[src/hdl/sig_verify_pkg.sv]
`default_nettype none

package sig_verify_pkg;

  localparam int WORD_BITS = 64;
  localparam int LIMBS = 4;
  // Header, index, four s limbs and four r limbs
  localparam int CMD_WORDS = 10;
  localparam int RPL_WORDS = 6;
  localparam int RPL_BYTES = RPL_WORDS * WORD_BITS / 8;

  // Cycles between job start and the inverse result
  localparam int TIMEOUT_CYCLES = 1024;

  localparam logic [15:0] CMD_VERIFY_SIG = 16'h0100;
  localparam logic [15:0] CMD_VERIFY_SIG_RPL = 16'h8100;

  typedef logic [LIMBS*WORD_BITS-1:0] scalar_t;

  // secp256k1 group order and field prime
  localparam scalar_t CURVE_N =
    256'hFFFFFFFF_FFFFFFFF_FFFFFFFF_FFFFFFFE_BAAEDCE6_AF48A03B_BFD25E8C_D0364141;
  localparam scalar_t CURVE_P =
    256'hFFFFFFFF_FFFFFFFF_FFFFFFFF_FFFFFFFF_FFFFFFFF_FFFFFFFF_FFFFFFFE_FFFFFC2F;

  typedef struct packed {
    logic [2:0] spare;
    logic       timeout_fail;
    logic       r_plus_n_lt_p;
    logic       r_zero;
    logic       r_out_of_range;
    logic       s_out_of_range;
  } sig_status_t;

  // Command code sits in the low bits of the first word
  typedef struct packed {
    logic [23:0] spare;
    sig_status_t status;
    logic [15:0] len;
    logic [15:0] cmd;
  } header_t;

  typedef union packed {
    header_t              hdr;
    logic [WORD_BITS-1:0] data;
  } cmd_word_t;

  typedef struct packed {
    cmd_word_t dat;
    logic      sop;
    logic      eop;
  } stream_word_t;

  typedef struct packed {
    logic [WORD_BITS-1:0] index;
    scalar_t              s;
    scalar_t              r;
  } sig_job_t;

endpackage

`default_nettype wire

[src/hdl/sig_cmd_parser.sv]
`timescale 1ns/1ps
`default_nettype none

module sig_cmd_parser (
  input  wire                          i_clk,
  input  wire                          i_rst,
  input  wire sig_verify_pkg::stream_word_t i_rx,
  input  wire                          i_rx_val,
  input  wire                          i_reply_done,
  output logic                         o_rx_rdy,
  output sig_verify_pkg::sig_job_t     o_job,
  output logic                         o_job_start
);

  typedef enum logic [2:0] {
    ST_IDLE,
    ST_INDEX,
    ST_LIMBS,
    ST_WAIT_RPL,
    ST_DRAIN
  } state_t;

  state_t     state;
  logic [2:0] limb_cnt;
  logic       rx_fire;

  // Only one job in flight, so input stalls until the reply has gone out
  assign o_rx_rdy = (state != ST_WAIT_RPL);
  assign rx_fire = i_rx_val && o_rx_rdy;

  always_ff @(posedge i_clk) begin
    if (i_rst) begin
      state <= ST_IDLE;
      limb_cnt <= '0;
      o_job_start <= 1'b0;
    end else begin
      o_job_start <= 1'b0;
      case (state)
        ST_IDLE: begin
          limb_cnt <= '0;
          if (rx_fire) begin
            if (i_rx.dat.hdr.cmd == sig_verify_pkg::CMD_VERIFY_SIG) begin
              state <= ST_INDEX;
            end else if (!i_rx.eop) begin
              // Unknown command, swallow the rest of it
              state <= ST_DRAIN;
            end
          end
        end
        ST_INDEX: begin
          if (rx_fire) begin
            state <= ST_LIMBS;
          end
        end
        ST_LIMBS: begin
          if (rx_fire) begin
            limb_cnt <= limb_cnt + 3'd1;
            if (limb_cnt == 3'(sig_verify_pkg::CMD_WORDS - 3)) begin
              state <= ST_WAIT_RPL;
              o_job_start <= 1'b1;
            end
          end
        end
        ST_WAIT_RPL: begin
          if (i_reply_done) begin
            state <= ST_IDLE;
          end
        end
        ST_DRAIN: begin
          if (rx_fire && i_rx.eop) begin
            state <= ST_IDLE;
          end
        end
        default: begin
          state <= ST_IDLE;
        end
      endcase
    end
  end

  // Job fields, s limbs first then r limbs, low limb first
  always_ff @(posedge i_clk) begin
    if (rx_fire && state == ST_INDEX) begin
      o_job.index <= i_rx.dat.data;
    end
    if (rx_fire && state == ST_LIMBS) begin
      if (limb_cnt < sig_verify_pkg::LIMBS) begin
        o_job.s[limb_cnt[1:0]*sig_verify_pkg::WORD_BITS +: sig_verify_pkg::WORD_BITS] <=
          i_rx.dat.data;
      end else begin
        o_job.r[limb_cnt[1:0]*sig_verify_pkg::WORD_BITS +: sig_verify_pkg::WORD_BITS] <=
          i_rx.dat.data;
      end
    end
  end

endmodule

`default_nettype wire

[config.mk]
export PLATFORM = sky130hd
export DESIGN_NAME = sig_cmd_parser
export DESIGN_NICKNAME = d
export VERILOG_FILES = /design/src/hdl/sig_verify_pkg.sv /design/src/hdl/sig_cmd_parser.sv
export SDC_FILE = /design/constraint.sdc
export NUM_CORES = 1
export LEC_CHECK = 0
export ABC_AREA = 1
export BUFFER_PORTS_ARGS = -buffer_cell sky130_fd_sc_hd__buf_2
export CAP_MARGIN = 20
export CORE_AREA = 5 5 247 249
export CTS_CLUSTER_DIAMETER = 120
export DETAILED_ROUTE_END_ITERATION = 7
export DIE_AREA = 0 0 252 254
export PLACE_DENSITY_LB_ADDON = 0.05
export REMOVE_ABC_BUFFERS = 1
export SLEW_MARGIN = 40
export SYNTH_ARGS = -nofsm -noshare
export SYNTH_HDL_FRONTEND = slang
export SYNTH_SLANG_ARGS = --single-unit
export TNS_END_PERCENT = 1
[constraint.sdc]
create_clock -name i_clk -period 4.7 [get_ports i_clk]
set_clock_uncertainty 0.2 [all_clocks]
set_input_delay 0.705 -clock i_clk [delete_from_list [all_inputs] [get_ports i_clk]]
set_output_delay 0.705 -clock i_clk [all_outputs]
set_load 0.005 [all_outputs]
==> metrics.md <==
| Metric | Value |
|---|---|
| Post-synthesis register bit count | `between 500 and 600` |
| Share of post-route cells with drive strength above 1 | `between 40% and 50%` |
| CTS HTree Levels | `2` |
| Sink Count | `about 580` |
| Mapped Cells | `~1,000` |
| Top area cells in the synthesized netlist | `edfxtp_1, nor2_1, nor3_1` |
| Setup TNS | `0 ps` |
| Gr ovfl total | `0` |
| Area Growth Syn to Fin | `32.5%` |
| CTS tree | `done` |
| Hold Path Cell Cnt | `1` |
| Commonest non-fill, non-tap cell in the layout | `buf_2` |
| Fillers | `approximately 5,500` |
| First drt pass iteration count | `4` |
| Fin. max-slew vios | `0` |
| Fmax | `295 MHz` |
| Critical path arrival | `between 3000 and 4000 ps` |
| Detail Route Antenna Nets | `0` |
| Avg Cell Area, Syn | `between 15 and 20 um^2` |
| Most frequent cells in the layout | `buf_2, edfxtp_1, nor2_1` |
| CP Class | `reg -> reg` |
| CTS hold repair buffers | `0` |
| Min cycle time layout | `3380 ps` |
| Power Density | `roughly 460 nW/um^2` |
| Hold Crit Start | `i_rx[37]` |
| Post-CTS Setup Repair Bufs | `0` |
| Max FO, Critical Path | `39` |
| Die X | `approximately 250 um` |
| DR vias/cell | `4.59` |
| Max VDD drop | `approximately 0.32 mV` |
| Nets | `between 1,500 and 2,000` |
| Setup violators final | `0` |
| Initial core utilization | `33.1%` |
| Setup ws final | `roughly 1300 ps` |
| Clk Latency, worst-skew pair | `approximately 610 ps` |
| Die H | `between 200 and 300 um` |
| CTS resizes | `0` |
| Worst reg2reg path endpoint | `o_job[335]` |
| Lkg Pwr | `~10 nW` |
| I/O Buffers | `roughly 650` |
| Initial DRC count | `~700` |
| WL/cell | `27.0 um` |
| Worst slew margin | `around 43%` |
| Worst-path clk slew | `approximately 60 ps` |
| Critical path origin | `limb_cnt[0]` |
| Core ar. | `roughly 58,000 um^2` |
| Via count | `11,700` |
| Initial antenna violation count | `1` |
| Total CTS buffers | `61` |
| Largest net degree at the start of global routing | `just over 60` |
| GRT Util Overall | `between 20% and 30%` |
| Startpoint types | `register` |
| Drt total wl | `69,100 um` |
| Synthesized area | `roughly 19,000 um^2` |
| Status | `completed` |
| Cell variety after synth | `20` |
| Final clock period utilization by the worst path | `just over 70%` |
| Worst hold path class | `in -> reg` |
| Dpl ws | `around 1200 ps` |
| Io pins | `648` |
| Synthesis Warnings | `0` |
| CP Capture Type | `register` |
| WP data required | `about 4800 ps` |
| Leading area contributor after synthesis | `edfxtp_1` |
| Final Power | `0.0117 W` |
| Final HPWL DP | `~48,000 um` |
| Final hold violation count | `0` |
| DRC Markers | `0` |
| R2r setup slk | `1320 ps` |
| DIE AREA | `between 60,000 and 70,000 um^2` |
| Post-synthesis sequential area ratio | `about nine tenths` |
| Yosys top cell area share | `89.4%` |
| First-pass GRT wire length | `between 90,000 and 100,000 um` |
| GPL Wtd Cong | `0.792` |
| Max_cap viols | `0` |
| Worst-Margin Slew | `862 ps` |
| RSZ-0062 raised after global routing | `no` |
| FP Rows | `slightly below 90` |
| RR Startpoint | `limb_cnt[0]` |
| Vias in the first global route | `~12,000` |
| Clock root cell | `clkbuf_16` |
| Worst Hold End | `o_job[547]` |
| Worst-case clock buffer depth | `3` |
| R2r worst-path depth | `6` |
## stage by stage
| stage | instances | utilization [%] | hold WS (ps) | instance area (um^2) |
|---|---|---|---|---|
| after detailed placement | 2444 | 40.6 | 292 | 23700 |
| final | 2557 | 43.8 | 74.6 | 25600 |
| after global placement | 2444 | 40.6 | 288 | 23700 |
| after floorplan | 1003 | - | 264 | 19200 |
| after global routing | 2556 | 43.8 | 34.2 | 25600 |
| after CTS | 2556 | 43.8 | 21.3 | 25600 |
## critical path: stages (launching register included)
cell and delay [ps]:
dfxtp_1 730, inv_1 280, ha_1 560, clkinv_2 140
buf_4 400, buf_4 550, nor3_1 170
## worst max-delay path by stage
stage            endpoint  cells after the start
6_report       o_job[335]                      6
5_1_grt         o_job[79]                      6
4_1_cts         o_job[79]                      6
3_5_place_dp   o_job[116]                      6
3_3_place_gp   o_job[321]                      6
2_1_floorplan  o_job[256]                      5
## cell usage after synthesis, drive strengths merged
library cell	n
edfxtp	576
nor2	217
inv	80
nor3	70
nand2	31
buf	25
dfxtp	7
clkbuf	6
nand3	6
ha	5
a21oi	3
nand4	3
o21ai	2
a211oi	1
clkinv	1
or2	1
## logic make-up after synthesis
family | after synthesis | synth area share (%)
fa+ha+maj | 5 | 0.323
flops | 583 | 90.2
buf+inv | 112 | 2.33
compound gates | 6 | 0.168
simple gates | 328 | 7.01
## report_power, final
group          internal (W)  leakage (nW)  switching, W
clock               0.00260         0.925       0.00197
combinational      0.000269          3.66      0.000818
sequential          0.00602          5.38     0.0000657
total               0.00889          9.97       0.00286
## sequential cells by signal (all words and copies together), names as in the netlist
signal,cells
o_job,576
o_job_start,1
limb_cnt,3
state,3
## cell type report
type	instances	area (um^2)	share of cell area [%]
Antenna cell	1	2.50	0.00976
Timing Repair Buffer	668	3480	13.6
Clock buffer	75	1620	6.33
Multi-Input combinational cell	339	1560	6.09
Sequential cell	583	17400	68.0
Inverter	81	305	1.19
Clock inverter	37	255	0.996
Tap cell	773	967	3.77
## routing by layer
metal	wire (um)	up-vias	global-route usage, %
met5	0	-	0
met4	2240	0	6.78
met3	5770	101	6.59
met2	35100	446	35.4
met1	26000	6029	24.6
li1	-	5154	-
Power figures use the tool's default switching activity.
