## src/hdl/sig_verify_pkg.sv

```systemverilog
`default_nettype none

package sig_verify_pkg;

  localparam int WORD_BITS = 64;
  localparam int LIMBS = 4;
  // Header, index, four s limbs and four r limbs
  localparam int CMD_WORDS = 10;
  localparam int RPL_WORDS = 6;
  localparam int RPL_BYTES = RPL_WORDS * WORD_BITS / 8;

  // Cycles between job start and the inverse result
  localparam int TIMEOUT_CYCLES = 1024;

  localparam logic [15:0] CMD_VERIFY_SIG = 16'h0100;
  localparam logic [15:0] CMD_VERIFY_SIG_RPL = 16'h8100;

  typedef logic [LIMBS*WORD_BITS-1:0] scalar_t;

  // secp256k1 group order and field prime
  localparam scalar_t CURVE_N =
    256'hFFFFFFFF_FFFFFFFF_FFFFFFFF_FFFFFFFE_BAAEDCE6_AF48A03B_BFD25E8C_D0364141;
  localparam scalar_t CURVE_P =
    256'hFFFFFFFF_FFFFFFFF_FFFFFFFF_FFFFFFFF_FFFFFFFF_FFFFFFFF_FFFFFFFE_FFFFFC2F;

  typedef struct packed {
    logic [2:0] spare;
    logic       timeout_fail;
    logic       r_plus_n_lt_p;
    logic       r_zero;
    logic       r_out_of_range;
    logic       s_out_of_range;
  } sig_status_t;

  // Command code sits in the low bits of the first word
  typedef struct packed {
    logic [23:0] spare;
    sig_status_t status;
    logic [15:0] len;
    logic [15:0] cmd;
  } header_t;

  typedef union packed {
    header_t              hdr;
    logic [WORD_BITS-1:0] data;
  } cmd_word_t;

  typedef struct packed {
    cmd_word_t dat;
    logic      sop;
    logic      eop;
  } stream_word_t;

  typedef struct packed {
    logic [WORD_BITS-1:0] index;
    scalar_t              s;
    scalar_t              r;
  } sig_job_t;

endpackage

`default_nettype wire

```

## src/hdl/sig_status_tracker.sv

```systemverilog
`timescale 1ns/1ps
`default_nettype none

module sig_status_tracker (
  input  wire                           i_clk,
  input  wire                           i_rst,
  input  wire sig_verify_pkg::sig_job_t i_job,
  input  wire                           i_job_start,
  input  wire                           i_inv_done,
  output sig_verify_pkg::sig_status_t   o_status,
  output logic                          o_status_final,
  output logic                          o_inv_abort
);

  logic [256:0] r_plus_n;
  logic         s_ge_n;
  logic         r_ge_n;
  logic         r_is_zero;
  logic         stage1_val;
  logic         busy;
  logic [$clog2(sig_verify_pkg::TIMEOUT_CYCLES)-1:0] timer;

  // First stage, r+n kept at full width so it cannot wrap
  always_ff @(posedge i_clk) begin
    if (i_job_start) begin
      r_plus_n <= {1'b0, i_job.r} + {1'b0, sig_verify_pkg::CURVE_N};
      s_ge_n <= (i_job.s >= sig_verify_pkg::CURVE_N);
      r_ge_n <= (i_job.r >= sig_verify_pkg::CURVE_N);
      r_is_zero <= (i_job.r == '0);
    end
  end

  always_ff @(posedge i_clk) begin
    if (i_rst) begin
      stage1_val <= 1'b0;
      busy <= 1'b0;
      timer <= '0;
      o_status <= '0;
      o_status_final <= 1'b0;
      o_inv_abort <= 1'b0;
    end else begin
      stage1_val <= i_job_start;
      o_status_final <= 1'b0;
      o_inv_abort <= 1'b0;

      if (i_job_start) begin
        o_status <= '0;
        busy <= 1'b1;
        timer <= '0;
      end else if (busy) begin
        if (i_inv_done) begin
          busy <= 1'b0;
          o_status_final <= 1'b1;
        end else if (timer == sig_verify_pkg::TIMEOUT_CYCLES - 1) begin
          // Inverse never settles, stop it and report
          busy <= 1'b0;
          o_status.timeout_fail <= 1'b1;
          o_status_final <= 1'b1;
          o_inv_abort <= 1'b1;
        end else begin
          timer <= timer + 1'b1;
        end
      end

      // Second stage of the range checks
      if (stage1_val) begin
        o_status.s_out_of_range <= s_ge_n;
        o_status.r_out_of_range <= r_ge_n;
        o_status.r_zero <= r_is_zero;
        o_status.r_plus_n_lt_p <= (r_plus_n < {1'b0, sig_verify_pkg::CURVE_P});
      end
    end
  end

endmodule

`default_nettype wire

```

## config.mk

```make
export PLATFORM = sky130hd
export DESIGN_NAME = sig_status_tracker
export DESIGN_NICKNAME = d
export VERILOG_FILES = /design/src/hdl/sig_verify_pkg.sv /design/src/hdl/sig_status_tracker.sv
export SDC_FILE = /design/constraint.sdc
export NUM_CORES = 1
export LEC_CHECK = 0
export BUFFER_PORTS_ARGS = -buffer_cell sky130_fd_sc_hd__buf_2
export CORE_AREA = 2 2 228 230
export DETAILED_ROUTE_END_ITERATION = 12
export DIE_AREA = 0 0 230 232
export PLACE_DENSITY = 0.67
export SYNTH_ARGS = -nofsm -noshare
export SYNTH_HDL_FRONTEND = slang
export SYNTH_SLANG_ARGS = --single-unit
```

## constraint.sdc

```tcl
create_clock -name i_clk -period 5.25 [get_ports i_clk]
set_input_delay 1.575 -clock i_clk [delete_from_list [all_inputs] [get_ports i_clk]]
set_output_delay 1.575 -clock i_clk [all_outputs]
set_load 0.01 [all_outputs]
```

==> metrics.yaml, run 1 <==
critical_path:
  cp_top_family: "compound AO/OA/AOI/OAI gates"
  crit_path_top_delay_cell: "nor4_1"
  end_kind: "register"
  regToRegSetupSlack_ns: 1.90
  cp.required_ns: 5.58
  cpPeakStageDelay_ns: 0.74
  rr_endpoint: "o_status[3]$_SDFFE_PP0P_"
  crit_start: "i_job[91]"
  crit_chain: "buf_2 -> nor4_1 -> a21boi_0 -> a31oi_1 -> nor2_1 -> a211oi_1 -> a211oi_1 -> buf_4 -> nor3_1 -> xor2_1 -> buf_4"
  crit_arrival_ns: 5.10
  critPathBufInv: 3
  crit_cells: 11
  worstSetupPathType: "in2reg"
  critPathMaxFanout: 11
  rr_worst_depth: 7
  regToRegStartpoint: "r_plus_n[76]$_DFFE_PP_"
  cp-start-kind: "input pin"
  crit_end: "r_plus_n[221]$_DFFE_PP_"
die:
  rows: 83
  boundaryPins: 590
  dieArea_sq_um: 53400
  core_area_sq_um: 50900
  initial_core_util_pct: 42.3
  die_w_um: 230
  die_h_um: 232
synth:
  synth-seq-cells: 279
  yosys_most_used_dff: "edfxtp_1"
  yosys.cell_types.count: 103
  synth_seq_area_share_pct: 38.1
  synth-edff-count: 260
  synth_top_area_share_pct: 36.3
  syn_area_per_cell_sq_um: 8.73
  postSynthCellCount: 2465
  synth.area.top_cells: "edfxtp_1 36%, nand4_1 5.6%, xor2_1 5.3%"
  synth_top_area_cell: "edfxtp_1"
  yosysWarningCount: 0
  netlist_area_sq_um: 21500
  synth-async-reset-ratio_pct: 0
detailed_routing:
  wl_um: 118000
  drc: 0
  vias: 25701
  postRouteAntennaNets: 0
  post_drt_wl_per_cell_um: 30.7
  via_per_inst: 6.69
  drt-initial-drc-count: 4397
  dr.pass1.iters: 7
clocking:
  cts_root_buffer: "clkbuf_16"
  post_cts_resized: 0
  h-tree-depth: 1
  clk_latency_ns: 0.60
  cts.reportedPaths.clkPinSlew_ns: 0.06
  hold_buffers: 0
  cts_tree: "yes"
  cts_setup_buffers: 0
  clockBufferDepth: 3
  cts_buffers: 31
  cts.sinks: 279
layout:
  fillers: 4824
  nets: 3708
  syn_to_final_growth_pct: 27.2
  drive_above_1_share_pct: 27.5
grt:
  antenna_found_initial: 21
  grt_first_pass_wirelength_um: 165000
  grt_pass1_vias: 23734
  grt_overflow: 0
  grt_use_total_pct: 42.3
  grt_max_degree: 91
timing:
  finalClockSkew_ns: 0.0191
  slew_headroom_pct: 6.18
  tightest_slew_ns: 1.39
  setup_tns_ns: 0
  min_period_ns: 4.76
  setup_viol: 0
  rsz0062_at_grt: "no"
  fmax_mhz: 210
  hold_viol: 0
  fin_crit_sh_pct: 90.7
  maxSlewViolCount: 0
  fin_ws_ns: 0.488
  hold_ws_ns: 0.466
run:
  maxCapViolCount: 0
place:
  place_congestion: 1.09
  hpwl_um: 97200
  dpl_worst_slack_ns: 0.187
  io_buffers: 522
pwr:
  peakVddDrop_mv: 0.272
  leakagePower_nw: 9.98
  power_density_nw_per_um2: 227
run_status:
  status: "completed"
min_path:
  hp-class: "reg2reg"
-- cell usage after synthesis (all sizes together), types with 15 or more instances --
library cell,count
nor4,132
nand2,202
or2,22
nor2,225
and4,16
nand2b,23
nor2b,18
edfxtp,260
clkbuf,112
inv,34
nor3,125
a211oi,21
a21oi,102
and2,28
nand4,194
o211ai,15
dfxtp,19
a31oi,32
or3,57
nand4b,16
and3,38
a21o,25
nand3,102
xor2,131
xnor2,116
o21ai,99
nor3b,15
buf,20
or4,44
-- routing by layer --
metal	up-vias	global-route usage, %	wire [um]
li1	10905	-	-
met1	12344	58.2	45700
met2	2126	62.7	49600
met3	320	11.2	16500
met4	6	17.7	5920
met5	-	0	40
-- stage by stage --
| step | utilization (%) | power (mW) | area, sq um | cells |
|---|---|---|---|---|
| finish | 53.8 | 6.21 | 27400 | 3843 |
| floorplan | - | 3.21 | 21500 | 2467 |
| detailed placement | 51.6 | 3.87 | 26300 | 3770 |
| global route | 53.8 | 6.36 | 27400 | 3841 |
| global placement | 51.6 | 3.85 | 26300 | 3770 |
| CTS | 53.7 | 6.16 | 27300 | 3827 |
-- worst min path at each step --
stage                     cells after the start                     start  slack, ns                        end
final                                         2           busy$_SDFF_PP0_       0.47  o_status_final$_SDFF_PP0_
after global routing                          1  o_status[4]$_SDFFE_PP0P_       0.49   o_status[4]$_SDFFE_PP0P_
after CTS                                     2           busy$_SDFF_PP0_       0.47  o_status_final$_SDFF_PP0_
after detailed placement                      2           busy$_SDFF_PP0_       0.44  o_status_final$_SDFF_PP0_
after global placement                        1  o_status[4]$_SDFFE_PP0P_       0.43   o_status[4]$_SDFFE_PP0P_
after floorplan                               2           busy$_SDFF_PP0_       0.42  o_status_final$_SDFF_PP0_
-- worst register-to-register path, delay by kind of cell, from the launching register on --
kind | cells | cell delay, ns
AO/OA/AOI/OAI | 2 | 0.49
flip-flops | 1 | 0.34
AND/OR/NAND/NOR | 5 | 2.40
-- cell usage in the layout, fill, tap and decap left out, types with 14 or more instances in the layout --
cell type and instances:
o211ai_1 15, clkbuf_16 31, a31oi_1 31, xor2_1 131
nor4_1 129, inv_1 34, nand3_1 102, a21oi_1 101
nand2b_1 21, or3_1 55, buf_4 228, nor3b_1 15
o21ai_0 92, nor4bb_1 14, and3_1 38, a211oi_1 19
buf_2 521, a21o_1 25, or4_1 42, nand4_1 194
nor2b_1 18, dfxtp_1 19, and4_1 16, nand2_1 201
nor3_1 124, diode_2 16, nand4b_1 16, and2_1 28
edfxtp_1 260, nor2_1 225, xnor2_1 116, or2_2 20
-- flip-flops by register name, indices dropped and copies added (netlist names) --
signal,count
o_status_final,1
r_ge_n,1
r_plus_n,257
s_ge_n,1
busy,1
o_inv_abort,1
stage1_val,1
o_status,5
r_is_zero,1
timer,10
-- logic make-up (layout without fill, tap and decap cells) --
| group | Yosys count | after routing | synth area share (%) |
|---|---|---|---|
| fa+ha+maj | 5 | 5 | 0.291 |
| mux | 2 | 2 | 0.0931 |
| buf+inv | 166 | 846 | 3.13 |
| simple gates | 1316 | 1316 | 34.0 |
| flops | 279 | 279 | 38.1 |
| xor+xnor | 247 | 247 | 10.1 |
| other cells | 1 | 19 | 0.0174 |
| compound gates | 449 | 449 | 14.4 |
-- area by class of cell --
class                           instances  area (sq um)  share of cell area [%]
Clock inverter                         21           268                   0.979
Antenna cell                           16          40.0                   0.146
Tap cell                              680           851                    3.11
Multi-Input combinational cell       2022         12700                    46.3
Timing Repair Buffer                  755          4430                    16.2
Inverter                               34           128                   0.466
Clock buffer                           36           795                    2.90
Sequential cell                       279          8190                    29.9
-- where the power goes --
part / switching (mW) / leakage, nW / internal [mW]
Sequential: 0.0627 / 2.70 / 2.66
Combinational: 0.754 / 6.77 / 0.410
Clock: 0.984 / 0.519 / 1.35
Total: 1.80 / 9.98 / 4.41
No activity file was read; power rests on OpenSTA's default activity.
==> inputs of run 2 (changes only) <==
--- a/config.mk
+++ b/config.mk
@@ -6,10 +6,8 @@
 export NUM_CORES = 1
 export LEC_CHECK = 0
 export BUFFER_PORTS_ARGS = -buffer_cell sky130_fd_sc_hd__buf_2
-export CORE_AREA = 2 2 228 230
+export CORE_UTILIZATION = 31
 export DETAILED_ROUTE_END_ITERATION = 12
-export DIE_AREA = 0 0 230 232
-export PLACE_DENSITY = 0.67
 export SYNTH_ARGS = -nofsm -noshare
 export SYNTH_HDL_FRONTEND = slang
 export SYNTH_SLANG_ARGS = --single-unit
==> metrics.yaml, run 2 (same netlist as run 1, synthesis figures left out) <==
run_status:
  status: "completed"
clocking:
  cts_tree: "yes"
  cts.sinks: 279
  clockBufferDepth: 3
  hold_buffers: 0
  post_cts_resized: 0
  h-tree-depth: 2
  cts_root_buffer: "clkbuf_16"
  clk_latency_ns: 0.57
  cts_buffers: 34
  cts_setup_buffers: 0
  cts.reportedPaths.clkPinSlew_ns: 0.06
detailed_routing:
  via_per_inst: 6.08
  post_drt_wl_per_cell_um: 29.1
  drt-initial-drc-count: 3430
  postRouteAntennaNets: 0
  wl_um: 118000
  vias: 24662
  dr.pass1.iters: 7
  drc: 0
pwr:
  netSwitchingFraction_pct: 28.9
  comb_power_share_pct: 18.6
  peakVddDrop_mv: 0.170
  power_density_nw_per_um2: 230
  leakagePower_nw: 9.79
  p_sw_mw: 1.83
  internal-power_mw: 4.48
  power_frac_clock_pct: 38.3
  p_seq_share_pct: 43.1
critical_path:
  rr_worst_depth: 7
  critPathMaxFanout: 8
  cp-start-kind: "input pin"
  cp.required_ns: 5.53
  end_kind: "register"
  worstSetupPathType: "in2reg"
  crit_path_top_delay_cell: "a31oi_1"
  cpPeakStageDelay_ns: 0.52
  crit_chain: "buf_2 -> nand3_1 -> nor4_1 -> and2_1 -> or4b_1 -> a31oi_1 -> a21oi_1 -> o21ai_1 -> a41oi_1 -> xor2_1"
  crit_arrival_ns: 4.92
place:
  io_buffers: 522
  dp.cells: 3978
  place_congestion: 1.05
  hpwl_um: 98200
layout:
  largest_registers: "r_plus_n: 257 flops, timer: 10 flops, o_status: 5 flops"
  largest_register: "r_plus_n"
  layout_common_cells: "521 x buf_2, 260 x edfxtp_1, 225 x nor2_1"
  syn_to_final_growth_pct: 27.3
  stdcell_count: 4059
  mostFrequentLayoutCell: "buf_2"
  largest_register_ffs: 257
  nets: 3668
  drive_above_1_share_pct: 26.5
die:
  core_area_sq_um: 68600
  rows: 96
  die_w_um: 265
  dieArea_sq_um: 70500
  die_h_um: 265
  boundaryPins: 590
  initial_core_util_pct: 31.4
timing:
  fmax_mhz: 216
  hold_viol: 0
  setup_tns_ns: 0
  finalClockSkew_ns: 0.0214
  maxSlewViolCount: 0
  rsz0062_at_grt: "no"
  slew_headroom_pct: 25.4
  setup_viol: 0
  min_period_ns: 4.63
  fin_crit_sh_pct: 88.3
  tightest_slew_ns: 1.11
grt:
  grt_first_pass_wirelength_um: 164000
  grt_use_total_pct: 32.4
  antenna_found_initial: 27
  grt_overflow: 0
  grt_pass1_vias: 23348
  grt_max_degree: 95
min_path:
  holdPathStages: 2
  hp-class: "reg2reg"
run:
  maxCapViolCount: 0
==> run 2: area by class of cell <==
class | instances | area [sq um]
flip-flops and latches | 279 | 8190
clock inverters | 23 | 239
multi-input cells | 2022 | 12700
inverters | 34 | 128
repair buffers | 712 | 4070
clock buffers | 37 | 883
fillers | 7111 | 41200
diodes | 21 | 52.6
well taps | 931 | 1160
==> run 2: critical path, delay by kind of cell <==
family | cells | cell delay, ns
AND/OR/NAND/NOR | 4 | 1.48
AO/OA/AOI/OAI | 4 | 1.42
XOR/XNOR | 1 | 0.24
buffers and inverters | 1 | 0.18
==> run 2: final timing paths <==
check | from | end | slack [ns]
max | i_job[36] | r_plus_n[227]$_DFFE_PP_ | 0.62
min | busy$_SDFF_PP0_ | o_status_final$_SDFF_PP0_ | 0.46
max reg2reg | r_plus_n[86]$_DFFE_PP_ | o_status[3]$_SDFFE_PP0P_ | 2.11
min reg2reg | busy$_SDFF_PP0_ | o_status_final$_SDFF_PP0_ | 0.46
==> run 2: per-stage QoR <==
| stage | power (mW) | instance area, sq um | util, % | hold slack, ns | worst slack (ns) |
|---|---|---|---|---|---|
| final | 6.31 | 27400 | 39.9 | 0.458 | 0.615 |
| after global routing | 6.48 | 27400 | 39.9 | 0.484 | 0.572 |
| after CTS | 6.31 | 27300 | 39.9 | 0.456 | 0.790 |
| after detailed placement | 3.89 | 26200 | 38.2 | 0.447 | 0.211 |
| after global placement | 3.89 | 26200 | 38.2 | 0.439 | 0.253 |
| after floorplan | 3.21 | 21500 | - | 0.418 | 0.883 |
==> run 2: routing by layer <==
layer,global-route usage (%),share of wire [%],vias up
li1,-,-,10846
met5,0,0.047,-
met3,7.07,10,348
met2,50.2,44,1689
met1,40.6,38,11769
met4,21.1,7.2,10
==> run 2: power groups by stage <==
| stage | Combinational [mW] | Sequential, mW | Clock (mW) |
|---|---|---|---|
| finish | 1.17 | 2.72 | 2.42 |
| global route | 1.22 | 2.73 | 2.52 |
| CTS | 1.13 | 2.72 | 2.45 |
| detailed placement | 1.13 | 2.76 | 0 |
| global placement | 1.13 | 2.76 | 0 |
| floorplan | 0.474 | 2.74 | 0 |
