`src/hdl/sig_verify_pkg.sv`:
```
`default_nettype none

package sig_verify_pkg;

  localparam int WORD_BITS = 64;
  localparam int LIMBS = 4;
  // Header, index, four s limbs and four r limbs
  localparam int CMD_WORDS = 10;
  localparam int RPL_WORDS = 6;
  localparam int RPL_BYTES = RPL_WORDS * WORD_BITS / 8;

  // Cycles between job start and the inverse result
  localparam int TIMEOUT_CYCLES = 1024;

  localparam logic [15:0] CMD_VERIFY_SIG = 16'h0100;
  localparam logic [15:0] CMD_VERIFY_SIG_RPL = 16'h8100;

  typedef logic [LIMBS*WORD_BITS-1:0] scalar_t;

  // secp256k1 group order and field prime
  localparam scalar_t CURVE_N =
    256'hFFFFFFFF_FFFFFFFF_FFFFFFFF_FFFFFFFE_BAAEDCE6_AF48A03B_BFD25E8C_D0364141;
  localparam scalar_t CURVE_P =
    256'hFFFFFFFF_FFFFFFFF_FFFFFFFF_FFFFFFFF_FFFFFFFF_FFFFFFFF_FFFFFFFE_FFFFFC2F;

  typedef struct packed {
    logic [2:0] spare;
    logic       timeout_fail;
    logic       r_plus_n_lt_p;
    logic       r_zero;
    logic       r_out_of_range;
    logic       s_out_of_range;
  } sig_status_t;

  // Command code sits in the low bits of the first word
  typedef struct packed {
    logic [23:0] spare;
    sig_status_t status;
    logic [15:0] len;
    logic [15:0] cmd;
  } header_t;

  typedef union packed {
    header_t              hdr;
    logic [WORD_BITS-1:0] data;
  } cmd_word_t;

  typedef struct packed {
    cmd_word_t dat;
    logic      sop;
    logic      eop;
  } stream_word_t;

  typedef struct packed {
    logic [WORD_BITS-1:0] index;
    scalar_t              s;
    scalar_t              r;
  } sig_job_t;

endpackage

`default_nettype wire

```
`src/hdl/sig_reply_builder.sv`:
```
`timescale 1ns/1ps
`default_nettype none

module sig_reply_builder (
  input  wire                              i_clk,
  input  wire                              i_rst,
  input  wire [sig_verify_pkg::WORD_BITS-1:0] i_index,
  input  wire sig_verify_pkg::scalar_t     i_w,
  input  wire sig_verify_pkg::sig_status_t i_status,
  input  wire                              i_status_final,
  input  wire                              i_tx_rdy,
  output sig_verify_pkg::stream_word_t     o_tx,
  output logic                             o_tx_val,
  output logic                             o_reply_done
);

  logic [sig_verify_pkg::RPL_WORDS*sig_verify_pkg::WORD_BITS-1:0] rpl_sreg;
  logic [2:0]                  word_cnt;
  logic                        tx_fire;
  sig_verify_pkg::header_t     rpl_hdr;

  always_comb begin
    rpl_hdr = '0;
    rpl_hdr.cmd = sig_verify_pkg::CMD_VERIFY_SIG_RPL;
    rpl_hdr.len = 16'(sig_verify_pkg::RPL_BYTES);
    rpl_hdr.status = i_status;
  end

  assign tx_fire = o_tx_val && i_tx_rdy;

  // Current word is always the low slice of the shift register
  assign o_tx = {rpl_sreg[sig_verify_pkg::WORD_BITS-1:0],
                 word_cnt == 3'd0,
                 word_cnt == 3'(sig_verify_pkg::RPL_WORDS - 1)};

  always_ff @(posedge i_clk) begin
    if (i_rst) begin
      o_tx_val <= 1'b0;
      o_reply_done <= 1'b0;
      word_cnt <= '0;
    end else begin
      o_reply_done <= 1'b0;
      if (i_status_final) begin
        o_tx_val <= 1'b1;
        word_cnt <= '0;
      end else if (tx_fire) begin
        word_cnt <= word_cnt + 3'd1;
        if (word_cnt == 3'(sig_verify_pkg::RPL_WORDS - 1)) begin
          o_tx_val <= 1'b0;
          o_reply_done <= 1'b1;
          word_cnt <= '0;
        end
      end
    end
  end

  // Header, index, then w low limb first
  always_ff @(posedge i_clk) begin
    if (i_status_final) begin
      rpl_sreg <= {i_w, i_index, rpl_hdr};
    end else if (tx_fire) begin
      rpl_sreg <= rpl_sreg >> sig_verify_pkg::WORD_BITS;
    end
  end

endmodule

`default_nettype wire

```
`config.mk`:
```
export PLATFORM = sky130hd
export DESIGN_NAME = sig_reply_builder
export DESIGN_NICKNAME = d
export VERILOG_FILES = /design/src/hdl/sig_verify_pkg.sv /design/src/hdl/sig_reply_builder.sv
export SDC_FILE = /design/constraint.sdc
export NUM_CORES = 1
export LEC_CHECK = 0
export BUFFER_PORTS_ARGS = -buffer_cell sky130_fd_sc_hd__buf_2
export CORE_MARGIN = 10
export CORE_UTILIZATION = 38
export CTS_BUF_LIST = sky130_fd_sc_hd__clkbuf_16
export DETAILED_ROUTE_END_ITERATION = 8
export HOLD_SLACK_MARGIN = 0.12
export PLACE_DENSITY = 0.63
export SLEW_MARGIN = 20
export SYNTH_ARGS = -nofsm -noshare
export SYNTH_HDL_FRONTEND = slang
export SYNTH_SLANG_ARGS = --single-unit
```
`constraint.sdc`:
```
create_clock -name i_clk -period 10.7 [get_ports i_clk]
set_input_delay 1.07 -clock i_clk [delete_from_list [all_inputs] [get_ports i_clk]]
set_output_delay 1.07 -clock i_clk [all_outputs]
set_load 0.05 [all_outputs]
```
==> load_flow_metrics.sql, run 1 <==
INSERT INTO impl_metrics (metric_group, metric, value, unit) VALUES
('status', 'outcome', 'complete, no violations', ''),
('timing', 'rsz_0062_raised_after_global_routing', 'no', ''),
('global_routing', 'grt_max_degree', '264', ''),
('placement', 'buffer_ports.inserted', '399', ''),
('synthesis', 'synth_compound_area_frac', '0.1283', ''),
('setup_path', 'critical-path-top-delay-family', 'buffers and inverters', ''),
('setup_path', 'critPathMostFrequentCell', 'sky130_fd_sc_hd__buf_4', ''),
('power_and_ir_drop', 'power.ir.vdd_worst', '0.1017', 'mV'),
('detailed_routing', 'drt_wl_total', '47290', 'um'),
('synthesis', 'xor_xnor_cell_area_share_of_the_yosys_netlist', '0', ''),
('clocking', 'cts.path.max_buffers', '3', ''),
('synthesis', 'asyncSetResetFlopFracSynth', '0', ''),
('clocking', 'post_cts_resize_count', '0', ''),
('placement', 'dpl_cell_area', '19380', 'um^2'),
('floorplanning', 'fp.dieH', '236.6', 'um'),
('synthesis', 'synth.cell_area', '17830', 'um^2'),
('synthesis', 'post_synth_and_or_nand_nor_area_fraction', '0.1730', ''),
('timing', 'finalSetupViolCount', '0', ''),
('floorplanning', 'pin_count', '400', ''),
('setup_path', 'path_cells', 'buf_8 -> nand2_2 -> nand2_4 -> buf_4 -> buf_4', ''),
('detailed_routing', 'detail_route.first_pass.iterations', '5', ''),
('global_routing', 'global_route_wire_length_before_repair', '72700', 'um'),
('timing', 'timing.clock.skew', '22.14', 'ps'),
('timing', 'final-hold-violation-count', '0', ''),
('power_and_ir_drop', 'pwr_density_cell', '170.7', 'nW/um^2'),
('synthesis', 'synth.distinct_cells', '30', ''),
('setup_path', 'worstSetupStartpointType', 'primary input', ''),
('global_routing', 'grt_usage', '0.1622', ''),
('global_routing', 'grt_pass1_vias', '12443', ''),
('power_and_ir_drop', 'static-leakage-power', '7.985', 'nW'),
('clocking', 'cts_buffers', '42', ''),
('synthesis', 'synth.net_count', '1980', ''),
('finish', 'filler_cell_count', '4434', ''),
('min_path', 'worstHoldPathType', 'flop to flop', ''),
('floorplanning', 'design.die.area', '55990', 'um^2'),
('clocking', 'post_cts.repair.setup_buffers', '0', ''),
('timing', 'final_max_slew_viol_count', '0', ''),
('synthesis', 'synth_top_family_by_area', 'simple AND/OR/NAND/NOR gates', ''),
('detailed_routing', 'post-route-drc-count', '0', ''),
('synthesis', 'postSynthRegisterBits', '389', ''),
('floorplanning', 'fp.dieW', '236.6', 'um'),
('synthesis', 'yosys-mux-area-fraction', '0.001263', ''),
('clocking', 'clkTransAtPathRegs', '60', 'ps'),
('floorplanning', 'core_area', '46460', 'um^2'),
('setup_path', 'timing.critical_path.buf_inv', '3', ''),
('timing', 'layout_min_cycle_time', '4261', 'ps'),
('timing', 'achievable-frequency', '234.7', 'MHz'),
('floorplanning', 'rows', '79', ''),
('global_routing', 'antenna_violations_before_repair', '7', ''),
('detailed_routing', 'dr.first_iter.drc_count', '1015', ''),
('global_routing', 'globalRouteOverflowTotal', '0', ''),
('timing', 'post-route-period-util', '0.3982', ''),
('setup_path', 'worstPathMaxFanout', '137', ''),
('synthesis', 'ys_dominant_reg_cell', 'sky130_fd_sc_hd__edfxtp_1', ''),
('finish', 'areaGrowthSynthToFinish', '16.03', '%'),
('synthesis', 'yosys_warnings', '0', ''),
('clocking', 'clock_latency', '550', 'ps'),
('clocking', 'htree_num_levels', '2', ''),
('run', 'maxCapViolations', '0', ''),
('detailed_routing', 'vias', '12355', ''),
('setup_path', 'worstSetupEndpointType', 'flop', ''),
('setup_path', 'timing.critical_path.slowest_cell_delay', '860', 'ps'),
('timing', 'setup-tns-final', '0', 'ps'),
('clocking', 'cts_sinks', '389', ''),
('finish', 'fraction_of_layout_cells_with_a_size_suffix_above_1', '0.2723', ''),
('synthesis', 'yosysSeqAreaShare', '0.6209', ''),
('placement', 'globalplace.congestion', '0.8355', ''),
('synthesis', 'per_instance_average_area_after_synthesis', '10.82', 'um^2'),
('setup_path', 'cpMaxStageDelayCell', 'sky130_fd_sc_hd__buf_4', ''),
('floorplanning', 'initial_utilization', '0.3838', ''),
('timing', 'max-slew-margin-rel', '0.3057', '');
-- logic make-up (layout without fill, tap and decap cells) --
logic type,count (synthesis),count (layout)
compound gates,375,375
buf+inv,222,487
flops,389,389
mux,2,2
other cells,0,4
simple gates,660,660
-- synth_stat cells (2+ instances only) --
library cell / count / area share
sky130_fd_sc_hd__o21ai_0: 20 / 0.0056
sky130_fd_sc_hd__nand3_1: 316 / 0.089
sky130_fd_sc_hd__dfxtp_1: 61 / 0.068
sky130_fd_sc_hd__o21ai_1: 244 / 0.068
sky130_fd_sc_hd__a211o_1: 4 / 0.0020
sky130_fd_sc_hd__nor3b_1: 2 / 0.00084
sky130_fd_sc_hd__a21bo_1: 32 / 0.018
sky130_fd_sc_hd__buf_4: 83 / 0.035
sky130_fd_sc_hd__buf_2: 117 / 0.033
sky130_fd_sc_hd__clkbuf_1: 11 / 0.0023
sky130_fd_sc_hd__a21oi_1: 22 / 0.0062
sky130_fd_sc_hd__buf_6: 10 / 0.0063
sky130_fd_sc_hd__nand2_1: 265 / 0.056
sky130_fd_sc_hd__mux2_2: 2 / 0.0013
sky130_fd_sc_hd__and2_1: 64 / 0.022
sky130_fd_sc_hd__a21bo_2: 21 / 0.012
sky130_fd_sc_hd__edfxtp_1: 328 / 0.55
sky130_fd_sc_hd__a21oi_2: 30 / 0.015
sky130_fd_sc_hd__and3_1: 5 / 0.0018
-- layer usage --
| layer | wire, um | GRT usage | vias to the layer above |
|---|---|---|---|
| met5 | 0 | 0 | - |
| li1 | - | - | 6290 |
| met2 | 22290 | 0.2538 | 348 |
| met3 | 2403 | 0.03045 | 70 |
| met1 | 21440 | 0.2208 | 5647 |
| met4 | 1157 | 0.05771 | 0 |
-- cell type report --
class	count	area (um^2)	area share
multi-input combinational	1037	5401	0.2611
clock inverter	31	176.4	0.008527
sequential	389	11070	0.5353
tap	607	759.5	0.03671
inverter	1	3.754	0.0001814
timing repair buffer	410	2137	0.1033
antenna	4	10.01	0.0004838
clock buffer	45	1126	0.05443
-- report_power, final --
group	total, mW	internal (mW)	switching, mW
combinational	0.347	0.113	0.234
sequential	1.82	1.78	0.0425
clock	1.37	0.800	0.566
-- placed cells by master (no fill, tap or decap), drive strengths merged --
master | Yosys | final
a211o | 4 | 4
a211oi | 1 | 1
a21bo | 53 | 53
a21oi | 52 | 52
a311oi | 1 | 1
and2 | 64 | 64
and3 | 5 | 5
and3b | 1 | 1
buf | 210 | 410
bufinv | 0 | 2
clkbuf | 11 | 45
clkinv | 0 | 11
clkinvlp | 0 | 1
dfxtp | 61 | 61
diode | 0 | 4
edfxtp | 328 | 328
inv | 1 | 18
mux2 | 2 | 2
nand2 | 266 | 266
nand3 | 316 | 316
nand3b | 1 | 1
nor2 | 1 | 1
nor3 | 1 | 1
nor3b | 2 | 2
nor4 | 1 | 1
nor4b | 2 | 2
o21ai | 264 | 264
-- state kept, by name, summed over array words and instances (netlist names) --
register,flops
o_reply_done,1
o_tx_val,1
rpl_sreg,384
word_cnt,3
-- final timing paths --
path | slack [ps] | from | cells after the start | end
max reg2reg | 6980 | o_tx_val$_SDFFE_PP0P_ | 4 | rpl_sreg[302]$_DFFE_PP_
max | 6440 | i_tx_rdy | 5 | rpl_sreg[302]$_DFFE_PP_
min reg2reg | 470 | rpl_sreg[21]$_SDFFE_PP1P_ | 1 | rpl_sreg[21]$_SDFFE_PP1P_
min | 470 | rpl_sreg[21]$_SDFFE_PP1P_ | 1 | rpl_sreg[21]$_SDFFE_PP1P_
-- per-stage QoR --
stage                     power [mW]  worst slack (ps)  hold WS (ps)  instances  utilization
after floorplan                2.109              1505         436.7       1648            -
after global placement         2.193              5974         442.9       2444       0.4171
after detailed placement       2.202              5894         448.8       2444       0.4171
after CTS                      3.577              6471         464.4       2520       0.4451
after global routing           3.674              6186         493.8       2524       0.4453
final                          3.531              6439         468.0       2524       0.4453
(Power assumes the default switching activity.)
==> inputs of run 2 (changes only) <==
--- a/config.mk
+++ b/config.mk
@@ -11,7 +11,7 @@
 export CTS_BUF_LIST = sky130_fd_sc_hd__clkbuf_16
 export DETAILED_ROUTE_END_ITERATION = 8
 export HOLD_SLACK_MARGIN = 0.12
-export PLACE_DENSITY = 0.63
+export PLACE_DENSITY = 0.66
 export SLEW_MARGIN = 20
 export SYNTH_ARGS = -nofsm -noshare
 export SYNTH_HDL_FRONTEND = slang
==> constraint.sdc (replaced) <==
create_clock -name i_clk -period 3.9 [get_ports i_clk]
set_input_delay 0.39 -clock i_clk [delete_from_list [all_inputs] [get_ports i_clk]]
set_output_delay 0.39 -clock i_clk [all_outputs]
set_load 0.05 [all_outputs]
==> run 2 against run 1 <==
  * Sequential cell count unchanged
  * Power increased to 2.8 times the previous value
  * Clock power increased to 2.8 times the previous value
  * Via count increased by 9.6%
  * Largest cell class unchanged
==> load_flow_metrics.sql, run 2 (synthesis results as in run 1) <==
INSERT INTO impl_metrics (metric_group, metric, value, unit) VALUES
('status', 'outcome', 'complete, no violations', ''),
('setup_path', 'worst_setup_path_startpoint', 'o_tx_val$_SDFFE_PP0P_', ''),
('global_routing', 'antenna_violations_before_repair', '6', ''),
('detailed_routing', 'detail_route.first_pass.iterations', '6', ''),
('timing', 'setup-tns-final', '0', 'ps'),
('setup_path', 'rrSetupSlack', '1340', 'ps'),
('global_routing', 'grt.met1_usage', '0.2259', ''),
('detailed_routing', 'postRouteAntennaNets', '0', ''),
('global_routing', 'globalRouteOverflowTotal', '0', ''),
('floorplanning', 'fp.dieW', '236.6', 'um'),
('run', 'maxCapViolations', '0', ''),
('global_routing', 'top_usage_layer', 'met2', ''),
('timing', 'finalSetupViolCount', '0', ''),
('floorplanning', 'core_area', '46460', 'um^2'),
('setup_path', 'reg2reg_depth', '3', ''),
('finish', 'utilization', '0.4921', ''),
('clocking', 'tritoncts', 'built', ''),
('power_and_ir_drop', 'pwr_density_cell', '436.2', 'nW/um^2'),
('timing', 'final_max_slew_viol_count', '0', ''),
('finish', 'largest_register_ffs', '384', ''),
('placement', 'globalplace.congestion', '0.8345', ''),
('setup_path', 'worstPathMaxFanout', '207', ''),
('clocking', 'htree_num_levels', '2', ''),
('clocking', 'cts-root-buf', 'sky130_fd_sc_hd__clkbuf_16', ''),
('timing', 'post-route-period-util', '0.7260', ''),
('detailed_routing', 'post-route-drc-count', '0', ''),
('power_and_ir_drop', 'switching_share_of_power', '0.2443', ''),
('clocking', 'cts.path.max_buffers', '3', ''),
('timing', 'final-hold-violation-count', '0', ''),
('timing', 'timing.clock.skew', '10.53', 'ps'),
('setup_path', 'cp-endpoint', 'o_tx_val', ''),
('setup_path', 'critical_path_required', '3510', 'ps'),
('clocking', 'post_cts_resize_count', '0', ''),
('global_routing', 'global_route_wire_length_before_repair', '78540', 'um'),
('finish', 'final_instance_area', '22860', 'um^2'),
('setup_path', 'timing.critical_path.buf_inv', '2', ''),
('detailed_routing', 'route.detailed.vias_per_inst', '4.949', ''),
('global_routing', 'grt_max_degree', '258', ''),
('setup_path', 'timing.critical_path.slowest_cell_delay', '750', 'ps'),
('timing', 'tightestPinTransition', '1090', 'ps'),
('setup_path', 'cpMaxStageDelayCell', 'sky130_fd_sc_hd__dfxtp_4', ''),
('global_routing', 'grt_pass1_vias', '13851', ''),
('global_routing', 'grt_usage', '0.1754', ''),
('finish', 'areaGrowthSynthToFinish', '28.22', '%'),
('finish', 'top_regs', 'rpl_sreg x384, word_cnt x3', ''),
('timing', 'layout_min_cycle_time', '2832', 'ps'),
('setup_path', 'worstSetupEndpointType', 'primary output', ''),
('finish', 'layout.nets', '2423', ''),
('setup_path', 'worstSetupStartpointType', 'flop', ''),
('power_and_ir_drop', 'netSwitchingPower', '2.436', 'mW'),
('global_routing', 'gr-usage-met3', '0.03103', ''),
('floorplanning', 'pin_count', '400', ''),
('floorplanning', 'initial_utilization', '0.3838', ''),
('clocking', 'cts_hold_buffers', '205', ''),
('global_routing', 'grt.met2_usage', '0.2770', ''),
('finish', 'layout_common_cells', 'sky130_fd_sc_hd__buf_2, sky130_fd_sc_hd__edfxtp_1, sky130_fd_sc_hd__nand3_1', ''),
('power_and_ir_drop', 'p_comb_frac', '0.115', ''),
('setup_path', 'critical-path-top-delay-family', 'buffers and inverters', ''),
('timing', 'achievable-frequency', '353.2', 'MHz'),
('setup_path', 'rr_endpoint', 'rpl_sreg[227]$_DFFE_PP_', ''),
('setup_path', 'worst_r2r_startpoint', 'o_tx_val$_SDFFE_PP0P_', ''),
('detailed_routing', 'drt_wl_total', '51080', 'um'),
('setup_path', 'path_cells', 'buf_12 -> buf_2', ''),
('finish', 'largest-register', 'rpl_sreg', ''),
('placement', 'dpl_cell_area', '19460', 'um^2'),
('floorplanning', 'rows', '79', ''),
('min_path', 'worstHoldPathType', 'primary input to flop', ''),
('clocking', 'clock_latency', '550', 'ps'),
('floorplanning', 'fp.dieH', '236.6', 'um'),
('power_and_ir_drop', 'power_report.internal_total', '7.537', 'mW'),
('timing', 'rsz_0062_raised_after_global_routing', 'no', ''),
('floorplanning', 'design.die.area', '55990', 'um^2'),
('power_and_ir_drop', 'static-leakage-power', '8.873', 'nW'),
('clocking', 'post_cts.repair.setup_buffers', '0', ''),
('setup_path', 'arrival', '2440', 'ps'),
('finish', 'fraction_of_layout_cells_with_a_size_suffix_above_1', '0.2505', ''),
('setup_path', 'critical_path_cell_count', '2', ''),
('placement', 'dpl.hpwl', '32850', 'um'),
('placement', 'buffer_ports.inserted', '399', ''),
('power_and_ir_drop', 'fraction_of_power_consumed_by_the_clock_network', '0.385', ''),
('finish', 'mostFrequentLayoutCell', 'sky130_fd_sc_hd__buf_2', ''),
('detailed_routing', 'dr.first_iter.drc_count', '1277', ''),
('min_path', 'hp-start', 'i_w[68]', ''),
('power_and_ir_drop', 'seqPwrFrac', '0.500', ''),
('clocking', 'cts_sinks', '389', ''),
('clocking', 'cts_buffers', '43', ''),
('detailed_routing', 'wl_per_cell', '18.66', 'um'),
('detailed_routing', 'vias', '13545', ''),
('clocking', 'clkTransAtPathRegs', '60', 'ps'),
('power_and_ir_drop', 'power.ir.vdd_worst', '0.2756', 'mV'),
('timing', 'max-slew-margin-rel', '0.2730', ''),
('setup_path', 'timing_worst_setup_path_type', 'flop to primary output', '');
-- run 2: cell types whose count changed in the layout (fill, tap and decap cells not counted), sizes merged --
cell / delta
clkinv: +4
inv: -5
clkinvlp: +3
buf: +4
diode: +2
dlygate4sd3: +205
-- run 2: worst reg2reg max path, delay by kind of cell (launching register included) --
family	cells	cell delay, ps
and+or+nand+nor	2	880
DFF	1	750
buffers and inverters	1	460
-- run 2: worst min path at each step --
stage	slack, ps	cells after the start	endpoint
finish	140	3	rpl_sreg[196]$_DFFE_PP_
CTS	120	3	rpl_sreg[127]$_DFFE_PP_
global route	130	3	rpl_sreg[197]$_DFFE_PP_
global placement	440	1	rpl_sreg[20]$_SDFFE_PP1P_
detailed placement	460	1	rpl_sreg[15]$_SDFFE_PP1P_
floorplan	440	1	rpl_sreg[15]$_SDFFE_PP1P_
-- run 2: layer usage --
metal  wire length (um)  vias up
met5                  0        -
met3               2578      127
met1              22160     6245
met4               2256        0
li1                   -     6718
met2              24080      455
-- run 2: power by group through the flow --
| stage | combinational (mW) | sequential [mW] | clock [mW] |
|---|---|---|---|
| 6_report | 1.14 | 4.99 | 3.84 |
| 5_1_grt | 1.26 | 5.02 | 4.09 |
| 4_1_cts | 1.14 | 4.99 | 3.94 |
| 3_5_place_dp | 0.974 | 5.08 | 0 |
| 3_3_place_gp | 0.959 | 5.07 | 0 |
| 2_1_floorplan | 0.696 | 5.03 | 0 |
-- run 2: per-stage QoR --
step	setup WS (ps)	instances	hold WS (ps)	total power, mW
6_report	1068	2737	139.3	9.973
5_1_grt	881.0	2737	130.9	10.36
4_1_cts	999.9	2731	120.2	10.07
3_5_place_dp	1232	2448	455.1	6.051
3_3_place_gp	1295	2448	442.4	6.030
2_1_floorplan	197.8	1648	436.7	5.731
-- run 2: cell type report --
cell class                 instances  area, um^2
fill                            4118       23590
sequential                       389       11070
multi-input combinational       1037        5410
timing repair buffer             619        4269
clock buffer                      45        1126
tap                              607       759.5
clock inverter                    33       205.2
antenna                            6       15.01
inverter                           1       3.754
